**config.mk**
```make
export PLATFORM = sky130hd
export DESIGN_NAME = ebvc_top
export DESIGN_NICKNAME = d
export VERILOG_FILES = /design/src/source/ebvc_pkg.sv /design/src/source/ebvc_alu.sv /design/src/source/ebvc_mem.sv /design/src/source/ebvc_pc.sv /design/src/source/ebvc_regs.sv /design/src/source/ebvc_sequencer.sv /design/src/source/ebvc_top.sv
export SDC_FILE = /design/constraint.sdc
export NUM_CORES = 2
export LEC_CHECK = 0
export ABC_CLOCK_PERIOD_IN_PS = 29700
export BUFFER_PORTS_ARGS = -buffer_cell sky130_fd_sc_hd__clkbuf_2
export CAP_MARGIN = 40
export CORE_MARGIN = 2
export CORE_UTILIZATION = 40
export DETAILED_ROUTE_END_ITERATION = 7
export GPL_ROUTABILITY_DRIVEN = 0
export PLACE_DENSITY_LB_ADDON = 0.1
export SLEW_MARGIN = 20
export SYNTH_ARGS = -nofsm -noshare
export SYNTH_HDL_FRONTEND = slang
export SYNTH_SLANG_ARGS = --single-unit
export TNS_END_PERCENT = 10
```
**constraint.sdc**
```tcl
create_clock -name clk -period 29.7 [get_ports clk]
set_clock_uncertainty 0.2 [all_clocks]
set_input_delay 1.485 -clock clk [delete_from_list [all_inputs] [get_ports clk]]
set_output_delay 1.485 -clock clk [all_outputs]
set_load 0.05 [all_outputs]
```
**src/source/ebvc_pkg.sv**
```systemverilog
/* EBVC shared types.
   Data word, opcode map, sequencer states, ALU operations and register selects. */
`default_nettype none

package ebvc_pkg;

	typedef logic [7:0] word_t; // One data or address byte.

	// Opcode byte values of the instruction set.
	typedef enum logic [7:0] {
		op_nop = 8'h00, // One byte.
		op_ldx = 8'h01, op_lix = 8'h02, op_stx = 8'h03, // X register.
		op_ldy = 8'h09, op_liy = 8'h0a, op_sty = 8'h0b, // Y register.
		op_ldz = 8'h11, op_liz = 8'h12, op_stz = 8'h13, // Z register.
		op_inz = 8'h15, op_dez = 8'h16, op_clz = 8'h17, // Z step and clear.
		op_lda = 8'h19, op_lia = 8'h1a, op_sta = 8'h1b, // Accumulator.
		op_cla = 8'h1c, // Clears flags too.
		op_adx = 8'h21, op_ady = 8'h22, op_adz = 8'h23, // Add register.
		op_add = 8'h24, op_adi = 8'h25, // Add memory, immediate.
		op_sux = 8'h36, op_suy = 8'h37, op_suz = 8'h38, // Subtract register.
		op_sub = 8'h39, op_sui = 8'h3a, // Subtract memory, immediate.
		op_jmp = 8'h81, // Unconditional.
		op_jzs = 8'h82, op_jzc = 8'h83, // On zero flag.
		op_jcs = 8'h84, op_jcc = 8'h85, // On carry flag.
		op_txa = 8'ha1, op_tax = 8'ha2, // X transfers.
		op_tya = 8'ha3, op_tay = 8'ha4, // Y transfers.
		op_tza = 8'ha5, op_taz = 8'ha6, // Z transfers.
		op_cmp = 8'hc1, op_cmi = 8'hc2, // Compare memory, immediate.
		op_cpx = 8'hc3, op_cpy = 8'hc4, op_cpz = 8'hc5, // Compare register.
		op_clc = 8'hc6, // Carry only.
		op_clo = 8'hf9, // Port cleared.
		op_otx = 8'hfa, op_oty = 8'hfb, op_otz = 8'hfc, op_ota = 8'hfd, // Port writes.
		op_hlt = 8'hff  // Stops until reset.
	} opcode_t;

	typedef enum logic [2:0] {
		st_fetch   = 3'd0, // Opcode read, pc stepped.
		st_operand = 3'd1, // Second byte read.
		st_memory  = 3'd2, // Data read or store.
		st_execute = 3'd3, // Register, port and flag update.
		st_halt    = 3'd4
	} state_t;

	typedef enum logic [3:0] {
		alu_pass_b  = 4'd0, // Second operand.
		alu_pass_a  = 4'd1, // Accumulator.
		alu_add     = 4'd2, // Sets both flags.
		alu_sub     = 4'd3, // Sets both flags.
		alu_inc     = 4'd4, // Flags kept.
		alu_dec     = 4'd5, // Flags kept.
		alu_zero    = 4'd6, // Flags kept.
		alu_clr_all = 4'd7, // Zero result, flags cleared.
		alu_cmp     = 4'd8, // Flags only.
		alu_clc     = 4'd9  // Carry cleared.
	} alu_op_t;

	typedef enum logic [1:0] {
		sel_x = 2'd0,
		sel_y = 2'd1,
		sel_z = 2'd2,
		sel_a = 2'd3
	} reg_sel_t;

endpackage

`default_nettype wire

```
**src/source/ebvc_alu.sv**
```systemverilog
/* EBVC arithmetic unit.
   Result path for all operations, plus the carry and zero flag register. */
`timescale 1ns/1ps
`default_nettype none

module ebvc_alu import ebvc_pkg::*; (
	input  logic    clk,
	input  logic    rst_n,
	input  alu_op_t alu_op,
	input  logic    use_reg,
	input  word_t   acc,
	input  word_t   reg_data,
	input  word_t   operand,
	output word_t   alu_result,
	output logic    cf,
	output logic    zf
);

	word_t      b_val;
	logic [8:0] sum_add;
	logic [8:0] sum_sub;

	assign b_val   = use_reg ? reg_data : operand; // Register or byte from memory.
	assign sum_add = {1'b0, acc} + {1'b0, b_val};
	assign sum_sub = {1'b0, acc} - {1'b0, b_val}; // Bit 8 is the borrow.

	always_comb begin
		case (alu_op)
			alu_pass_b: alu_result = b_val;
			alu_pass_a: alu_result = acc;
			alu_add:    alu_result = sum_add[7:0];
			alu_sub:    alu_result = sum_sub[7:0];
			alu_inc:    alu_result = b_val + 8'd1; // Wraps at 255.
			alu_dec:    alu_result = b_val - 8'd1; // Wraps at 0.
			default:    alu_result = '0; // Clears, compare, clc.
		endcase
	end

	always_ff @(posedge clk) begin
		if (!rst_n) begin
			cf <= 1'b0;
			zf <= 1'b0;
		end else begin
			case (alu_op)
				alu_add: begin
					cf <= sum_add[8];
					zf <= (sum_add[7:0] == 8'd0);
				end
				alu_sub: begin
					cf <= sum_sub[8];
					zf <= (sum_sub[7:0] == 8'd0);
				end
				alu_clr_all: begin
					cf <= 1'b0;
					zf <= 1'b0;
				end
				alu_cmp: begin
					cf <= (b_val >= acc); // Operand at least accumulator.
					zf <= (b_val == acc);
				end
				alu_clc: cf <= 1'b0;
				default: ; // Flags kept.
			endcase
		end
	end

endmodule

`default_nettype wire

```
**src/source/ebvc_mem.sv**
```systemverilog
/* EBVC shared program and data memory.
   256 bytes, combinational core read, loader port active only in reset. */
`timescale 1ns/1ps
`default_nettype none

module ebvc_mem import ebvc_pkg::*; (
	input  logic  clk,
	input  logic  rst_n,
	input  logic  load_we,
	input  word_t load_addr,
	input  word_t load_data,
	input  word_t mem_addr,
	input  logic  mem_we,
	input  word_t mem_wdata,
	output word_t mem_rdata
);

	word_t mem [0:255];

	always_ff @(posedge clk) begin
		if (!rst_n) begin
			if (load_we)
				mem[load_addr] <= load_data; // Program image.
		end else if (mem_we) begin
			mem[mem_addr] <= mem_wdata; // Core store.
		end
	end

	assign mem_rdata = mem[mem_addr];

	// Loader must be idle once the core runs.
	assert property (@(posedge clk) load_we |-> !rst_n);

endmodule

`default_nettype wire

```
**src/source/ebvc_pc.sv**
```systemverilog
/* EBVC program counter.
   Eight-bit counter with step and jump load, wrapping past 255. */
`timescale 1ns/1ps
`default_nettype none

module ebvc_pc import ebvc_pkg::*; (
	input  logic  clk,
	input  logic  rst_n,
	input  logic  pc_inc,
	input  logic  pc_load,
	input  word_t load_value,
	output word_t pc
);

	always_ff @(posedge clk) begin
		if (!rst_n)
			pc <= '0; // Programs start at address 0.
		else if (pc_load)
			pc <= load_value; // Jump target.
		else if (pc_inc)
			pc <= pc + 8'd1; // Wraps to 0.
	end

	// Step and load are exclusive strobes.
	assert property (@(posedge clk) disable iff (!rst_n)
		!(pc_inc && pc_load));

endmodule

`default_nettype wire

```
**src/source/ebvc_regs.sv**
```systemverilog
/* EBVC register file.
   X, Y, Z, accumulator and output port, with a staged read port. */
`timescale 1ns/1ps
`default_nettype none

module ebvc_regs import ebvc_pkg::*; (
	input  logic     clk,
	input  logic     rst_n,
	input  reg_sel_t reg_sel,
	input  logic     reg_we,
	input  logic     port_we,
	input  word_t    wdata,
	output word_t    reg_data,
	output word_t    acc,
	output word_t    port_a
);

	word_t x_reg, y_reg, z_reg;

	always_ff @(posedge clk) begin
		if (!rst_n) begin
			x_reg <= '0;
			y_reg <= '0;
			z_reg <= '0;
			acc <= '0;
			port_a <= '0;
		end else begin
			if (reg_we) begin
				case (reg_sel)
					sel_x: x_reg <= wdata;
					sel_y: y_reg <= wdata;
					sel_z: z_reg <= wdata;
					default: acc <= wdata;
				endcase
			end
			if (port_we)
				port_a <= wdata; // Visible one cycle after execute.
		end
	end

	/* Source is selected one cycle ahead, so an execute step can read one
	   register and write another through the same select. */
	always_ff @(posedge clk) begin
		case (reg_sel)
			sel_x: reg_data <= x_reg;
			sel_y: reg_data <= y_reg;
			sel_z: reg_data <= z_reg;
			default: reg_data <= acc;
		endcase
	end

endmodule

`default_nettype wire

```
**src/source/ebvc_sequencer.sv**
```systemverilog
/* EBVC instruction sequencer.
   Fetches and decodes each opcode, steps it through its states and drives all strobes. */
`timescale 1ns/1ps
`default_nettype none

module ebvc_sequencer import ebvc_pkg::*; (
	input  logic     clk,
	input  logic     rst_n,
	input  word_t    mem_rdata,
	input  word_t    pc,
	input  logic     cf,
	input  logic     zf,
	output word_t    mem_addr,
	output logic     mem_we,
	output logic     pc_inc,
	output logic     pc_load,
	output reg_sel_t reg_sel,
	output logic     reg_we,
	output logic     port_we,
	output alu_op_t  alu_op,
	output logic     use_reg,
	output word_t    operand,
	output logic     halted
);

	state_t   state;
	opcode_t  ir;
	opcode_t  cur_op;
	word_t    opr;
	reg_sel_t fam, src_sel, dst_sel;
	alu_op_t  exec_op;
	logic     two_byte, mem_read, mem_write, jump, jump_taken;
	logic     exec_use_reg, exec_reg_we, exec_port_we, exec_halt;

	assign cur_op  = (state == st_fetch) ? opcode_t'(mem_rdata) : ir; // Decode early in fetch.
	assign operand = opr;
	assign halted  = (state == st_halt);

	// Register family of the opcode.
	always_comb begin
		case (cur_op)
			op_ldx, op_lix, op_stx, op_adx, op_sux, op_txa, op_tax, op_cpx, op_otx: fam = sel_x;
			op_ldy, op_liy, op_sty, op_ady, op_suy, op_tya, op_tay, op_cpy, op_oty: fam = sel_y;
			op_ldz, op_liz, op_stz, op_adz, op_suz, op_tza, op_taz, op_cpz, op_otz: fam = sel_z;
			default: fam = sel_a;
		endcase
	end

	always_comb begin
		two_byte = 1'b0;
		mem_read = 1'b0;
		mem_write = 1'b0;
		jump = 1'b0;
		jump_taken = 1'b0;
		src_sel = sel_a;
		dst_sel = sel_a;
		exec_op = alu_pass_a; // Harmless default, no flag change.
		exec_use_reg = 1'b0;
		exec_reg_we = 1'b0;
		exec_port_we = 1'b0;
		exec_halt = 1'b0;
		case (cur_op)
			op_ldx, op_ldy, op_ldz, op_lda, op_lix, op_liy, op_liz, op_lia: begin
				two_byte = 1'b1;
				mem_read = (cur_op == op_ldx) || (cur_op == op_ldy) ||
					(cur_op == op_ldz) || (cur_op == op_lda); // Address form.
				exec_op = alu_pass_b;
				dst_sel = fam;
				exec_reg_we = 1'b1;
			end
			op_stx, op_sty, op_stz, op_sta: begin
				two_byte = 1'b1;
				mem_write = 1'b1;
				src_sel = fam;
			end
			op_inz, op_dez: begin
				src_sel = sel_z;
				dst_sel = sel_z;
				exec_op = (cur_op == op_inz) ? alu_inc : alu_dec;
				exec_use_reg = 1'b1;
				exec_reg_we = 1'b1;
			end
			op_clz, op_cla: begin
				dst_sel = (cur_op == op_clz) ? sel_z : sel_a;
				exec_op = (cur_op == op_clz) ? alu_zero : alu_clr_all;
				exec_reg_we = 1'b1;
			end
			op_adx, op_ady, op_adz, op_sux, op_suy, op_suz: begin
				src_sel = fam;
				exec_op = (cur_op inside {op_adx, op_ady, op_adz}) ? alu_add : alu_sub;
				exec_use_reg = 1'b1;
				exec_reg_we = 1'b1; // Result to accumulator.
			end
			op_add, op_adi, op_sub, op_sui: begin
				two_byte = 1'b1;
				mem_read = (cur_op == op_add) || (cur_op == op_sub);
				exec_op = (cur_op inside {op_add, op_adi}) ? alu_add : alu_sub;
				exec_reg_we = 1'b1;
			end
			op_jmp: begin
				two_byte = 1'b1;
				jump = 1'b1;
				jump_taken = 1'b1;
			end
			op_jzs, op_jzc, op_jcs, op_jcc: begin
				two_byte = 1'b1;
				jump = 1'b1;
				case (cur_op)
					op_jzs: jump_taken = zf;
					op_jzc: jump_taken = !zf;
					op_jcs: jump_taken = cf;
					default: jump_taken = !cf;
				endcase
			end
			op_txa, op_tya, op_tza: begin
				src_sel = fam;
				exec_op = alu_pass_b;
				exec_use_reg = 1'b1;
				exec_reg_we = 1'b1;
			end
			op_tax, op_tay, op_taz: begin
				dst_sel = fam;
				exec_op = alu_pass_a;
				exec_reg_we = 1'b1;
			end
			op_cmp, op_cmi: begin
				two_byte = 1'b1;
				mem_read = (cur_op == op_cmp);
				exec_op = alu_cmp;
			end
			op_cpx, op_cpy, op_cpz: begin
				src_sel = fam;
				exec_op = alu_cmp;
				exec_use_reg = 1'b1;
			end
			op_clc: exec_op = alu_clc;
			op_clo: begin
				exec_op = alu_zero;
				exec_port_we = 1'b1;
			end
			op_otx, op_oty, op_otz, op_ota: begin
				src_sel = fam;
				exec_op = alu_pass_b;
				exec_use_reg = 1'b1;
				exec_port_we = 1'b1;
			end
			op_hlt: exec_halt = 1'b1;
			default: ; // Unkept opcodes run as nop.
		endcase
	end

	always_comb begin
		mem_addr = pc;
		mem_we = 1'b0;
		pc_inc = 1'b0;
		pc_load = 1'b0;
		reg_sel = src_sel; // Staged read port needs the source early.
		reg_we = 1'b0;
		port_we = 1'b0;
		alu_op = alu_pass_a;
		use_reg = 1'b0;
		case (state)
			st_fetch: pc_inc = 1'b1;
			st_operand: begin
				pc_load = jump && jump_taken; // Target is the byte on mem_rdata.
				pc_inc = !(jump && jump_taken);
			end
			st_memory: begin
				mem_addr = opr;
				mem_we = mem_write;
				alu_op = mem_write ? alu_pass_b : alu_pass_a;
				use_reg = mem_write; // Store data from register.
			end
			st_execute: begin
				reg_sel = dst_sel;
				alu_op = exec_op;
				use_reg = exec_use_reg;
				reg_we = exec_reg_we;
				port_we = exec_port_we;
			end
			default: ;
		endcase
	end

	always_ff @(posedge clk) begin
		if (!rst_n) begin
			state <= st_fetch;
			ir <= op_nop;
		end else begin
			case (state)
				st_fetch: begin
					ir <= cur_op;
					state <= two_byte ? st_operand : st_execute;
				end
				st_operand: begin
					if (jump)
						state <= st_fetch;
					else if (mem_read || mem_write)
						state <= st_memory;
					else
						state <= st_execute;
				end
				st_memory: state <= mem_write ? st_fetch : st_execute;
				st_execute: state <= exec_halt ? st_halt : st_fetch;
				st_halt: state <= st_halt; // Held until reset.
				default: state <= st_fetch;
			endcase
		end
	end

	// Operand byte, then data byte for address forms.
	always_ff @(posedge clk) begin
		if (state == st_operand || state == st_memory)
			opr <= mem_rdata;
	end

	// Second byte of every instruction moves pc exactly once.
	assert property (@(posedge clk) disable iff (!rst_n)
		state == st_operand |=>
			pc == ($past(pc_load) ? $past(mem_rdata) : $past(pc) + 8'd1));
	// A store leaves pc on the next opcode.
	assert property (@(posedge clk) disable iff (!rst_n)
		mem_we |=> $stable(pc));

endmodule

`default_nettype wire

```
**src/source/ebvc_top.sv**
```systemverilog
/* EBVC top level.
   Connects sequencer, program counter, registers, ALU and memory. */
`timescale 1ns/1ps
`default_nettype none

module ebvc_top import ebvc_pkg::*; (
	input  logic  clk,
	input  logic  rst_n,
	input  logic  load_we,
	input  word_t load_addr,
	input  word_t load_data,
	output word_t port_a,
	output logic  halted
);

	word_t    mem_addr, mem_rdata, pc, operand;
	word_t    reg_data, acc, alu_result;
	logic     mem_we, pc_inc, pc_load, reg_we, port_we, use_reg, cf, zf;
	reg_sel_t reg_sel;
	alu_op_t  alu_op;

	ebvc_sequencer u_seq (
		.clk(clk), .rst_n(rst_n), .mem_rdata(mem_rdata), .pc(pc), .cf(cf), .zf(zf),
		.mem_addr(mem_addr), .mem_we(mem_we), .pc_inc(pc_inc), .pc_load(pc_load),
		.reg_sel(reg_sel), .reg_we(reg_we), .port_we(port_we), .alu_op(alu_op),
		.use_reg(use_reg), .operand(operand), .halted(halted)
	);

	ebvc_pc u_pc (
		.clk(clk), .rst_n(rst_n), .pc_inc(pc_inc), .pc_load(pc_load),
		.load_value(mem_rdata), .pc(pc) // Jump target from operand byte.
	);

	ebvc_regs u_regs (
		.clk(clk), .rst_n(rst_n), .reg_sel(reg_sel), .reg_we(reg_we), .port_we(port_we),
		.wdata(alu_result), .reg_data(reg_data), .acc(acc), .port_a(port_a)
	);

	ebvc_alu u_alu (
		.clk(clk), .rst_n(rst_n), .alu_op(alu_op), .use_reg(use_reg), .acc(acc),
		.reg_data(reg_data), .operand(operand), .alu_result(alu_result), .cf(cf), .zf(zf)
	);

	ebvc_mem u_mem (
		.clk(clk), .rst_n(rst_n), .load_we(load_we), .load_addr(load_addr),
		.load_data(load_data), .mem_addr(mem_addr), .mem_we(mem_we),
		.mem_wdata(alu_result), .mem_rdata(mem_rdata) // Store data via ALU pass.
	);

endmodule

`default_nettype wire
```
==> flow_summary.yaml <==
status:
  status: "finished with violations"
  violations: "design-rule violations"
worst_setup_path:
  startpoint: "u_seq.state[1]"
  r2r_slack_ns: 16.18
  crit_path_top_delay_cell: "o41ai_2"
  r2r_start: "u_seq.state[1]"
  end_kind: "flip-flop"
  rr_worst_depth: 35
  start_kind: "flip-flop"
  arrival_ns: 13.88
  cp-endpoint: "u_mem.mem[174][7]"
  critical-path-max-stage-delay_ns: 0.80
  critPathRequiredTime_ns: 30.06
  crit_fanout: 72
  reg2reg_to: "u_mem.mem[174][7]"
  cpMostUsedCell: "buf_4"
  crit_type: "reg2reg"
synthesis:
  synth-edff-count: 2056
  yosysTopAreaCellShare_pct: 65.14
  async_reset_ff_share_pct: 0
  synth.area.top_cells: "edfxtp_1 65%, mux2i_1 6.3%, mux4_2 3.4%"
  syn-instance-count: 6624
  ys.flop_type: "edfxtp_1"
  syn_area_per_cell_sq_um: 14.31
  yosysTopAreaCell: "edfxtp_1"
  seq_area_frac_synth_pct: 66.60
  synth_cell_types: 124
  mappedNetlistArea_sq_um: 94780
  synth_seq_cells: 2125
  yosys_warnings: 0
  syn-num-nets: 6669
detailed_routing:
  drt_iter0_drc: 9027
  viasPerCell: 6.383
  drc_errors: 3
  dr.pass1.iters: 8
  via_count: 65362
  wl_microns: 371100
  drtAntennaViolNets: 0
  post_drt_wl_per_cell_microns: 36.24
placement:
  port-buffer-count: 27
  hpwl_microns: 236200
  pre_cts_slack_ns: 15.93
  dp.cells: 9747
power:
  p_total_w: 0.01017
  seqPwrFrac_pct: 33.4
  combPwrFrac_pct: 38.7
  irDropWorstVdd_v: 0.0001229
  power.density_nw_per_um2: 94.07
  netSwitchingFraction_pct: 39.83
  p_sw_w: 0.004050
  p_int_w: 0.006119
  leakagePower_nw: 36.34
  p_clk_share_pct: 27.9
timing:
  post-route-period-util_pct: 45.51
  rsz0062_at_grt: "no"
  max_freq_ghz: 0.07399
  relSlewSlack_pct: 17.10
  timing.hold.ws_ns: 0.2977
  setup_viol: 0
  fin_setup_tns_ns: 0
  period_minus_slack_ns: 13.52
  hold_viol: 0
  worst_pin_slew_ns: 1.244
  fin_ws_ns: 16.18
  drv_slew: 0
cts:
  post-cts-setup-buffer-count: 0
  cts_resized: 0
  cts.path.max_buffers: 3
  cts.sinks: 2125
  htree_num_levels: 4
  cts-root-buf: "clkbuf_16"
  insertion_delay_ns: 0.90
  cts_buffers: 228
  cts.clk_slew.worst_paths_ns: 0.06
  hold_buffers: 0
  cts_tree: "done"
grt:
  antenna_found_initial: 14
  grt.total_usage_pct: 29.92
  grt.overflow.total: 0
  grt_start_max_net_pins: 186
  grt_pass1_wl_microns: 509100
  grt_pass1_vias: 61518
die:
  start_util_pct: 40.26
  ios: 28
  fp.coreArea_sq_um: 235400
  die_area_sq_um: 240900
  row_count: 178
  die_w_microns: 490.8
  dieHeight_microns: 490.8
layout:
  fin_nets: 6934
  final_layout_size_suffix_gt1_share_pct: 17.19
  layoutNonFillerInstCount: 10240
  top_register: "u_mem.mem"
  syn_to_final_growth_pct: 14.07
  largest_register_ffs: 2048
min_path:
  holdPathStages: 2
  hp-class: "reg2reg"
run:
  drv_cap: 0
[logic make-up after synthesis]
group                      count (synthesis)  synth area share (%)
AOI/OAI and AO/OA                       1454                 11.12
xor gates and xnor gates                  18                0.1663
adders and majority gates                 26                0.3670
buffers and inverters                    525                 3.182
DFF                                     2125                 66.60
muxes                                    809                 10.56
and+or+nand+nor                         1667                 8.004
[final cells by class]
type / count / area [sq um]
well taps: 3150 / 3941
repair buffers: 526 / 4399
clock buffers: 284 / 6042
fillers: 20825 / 127300
inverters: 34 / 132.6
flip-flops and latches: 2125 / 63130
clock inverters: 137 / 1316
diodes: 10 / 25.02
multi-input cells: 3974 / 29120
[power by group through the flow]
stage,clock (W),combinational (W),sequential (W)
finish,0.00284,0.00394,0.00340
global route,0.00297,0.00405,0.00340
detailed placement,0,0.00383,0.00346
global placement,0,0.00379,0.00346
CTS,0.00286,0.00384,0.00340
floorplan,0,0.00237,0.00347
[cells in the mapped netlist (all sizes together) (32+ instances only)]
cell,instances
o21ai,141
o22ai,132
and2,62
edfxtp,2056
buf,320
nand3,193
nor2b,36
clkbuf,171
a211oi,97
o211ai,91
nor4,44
mux4,145
o2bb2ai,34
nor3,49
mux2,71
dfxtp,69
nand2,734
inv,33
a221oi,103
a311o,39
o211a,64
a2111oi,32
a21oi,321
a31oi,64
mux2i,593
nor2,397
[worst min-delay path by stage]
stage | startpoint | endpoint | slack (ns)
finish | u_regs.x_reg[7] | u_regs.x_reg[7] | 0.30
CTS | u_regs.x_reg[7] | u_regs.x_reg[7] | 0.30
detailed placement | u_regs.x_reg[7] | u_regs.x_reg[7] | 0.29
floorplan | u_regs.y_reg[7] | u_regs.y_reg[7] | 0.28
global placement | u_regs.x_reg[7] | u_regs.x_reg[7] | 0.29
global route | u_regs.z_reg[3] | u_regs.z_reg[3] | 0.33
[cell usage in the layout (no fill, tap or decap), drive strengths merged, types with 44 or more instances in the layout]
cell type	netlist	layout
edfxtp	2056	2056
nand2	734	734
mux2i	593	593
buf	320	494
nor2	397	397
a21oi	321	321
clkbuf	171	314
nand3	193	193
mux4	145	145
o21ai	141	141
o22ai	132	132
clkinv	1	109
a221oi	103	103
a211oi	97	97
o211ai	91	91
mux2	71	71
dfxtp	69	69
o211a	64	64
a31oi	64	64
and2	62	62
nor3	49	49
nor4	44	44
[routing by layer]
metal	vias up	track usage, %	share of wire (%)
met1	34167	42.59	42
li1	26841	-	-
met4	6	11.01	4.0
met5	-	0	0.011
met3	671	6.484	9.7
met2	3677	44.95	44
[per-stage QoR]
step / util [%] / instance area, sq um
2_1_floorplan: - / 94780
3_3_place_gp: 41.74 / 98260
3_5_place_dp: 42.54 / 100100
4_1_cts: 45.66 / 107500
5_1_grt: 45.91 / 108100
6_report: 45.92 / 108100
[critical path: cells and delay by family (launching register included)]
family,cells,cell delay [ns]
flops,1,0.77
xor+xnor,1,0.17
mux,2,0.43
simple gates,5,1.87
buf+inv,9,4.44
fa+ha+maj,1,0.34
compound gates,17,4.87
No activity file was read; power rests on OpenSTA's default activity.
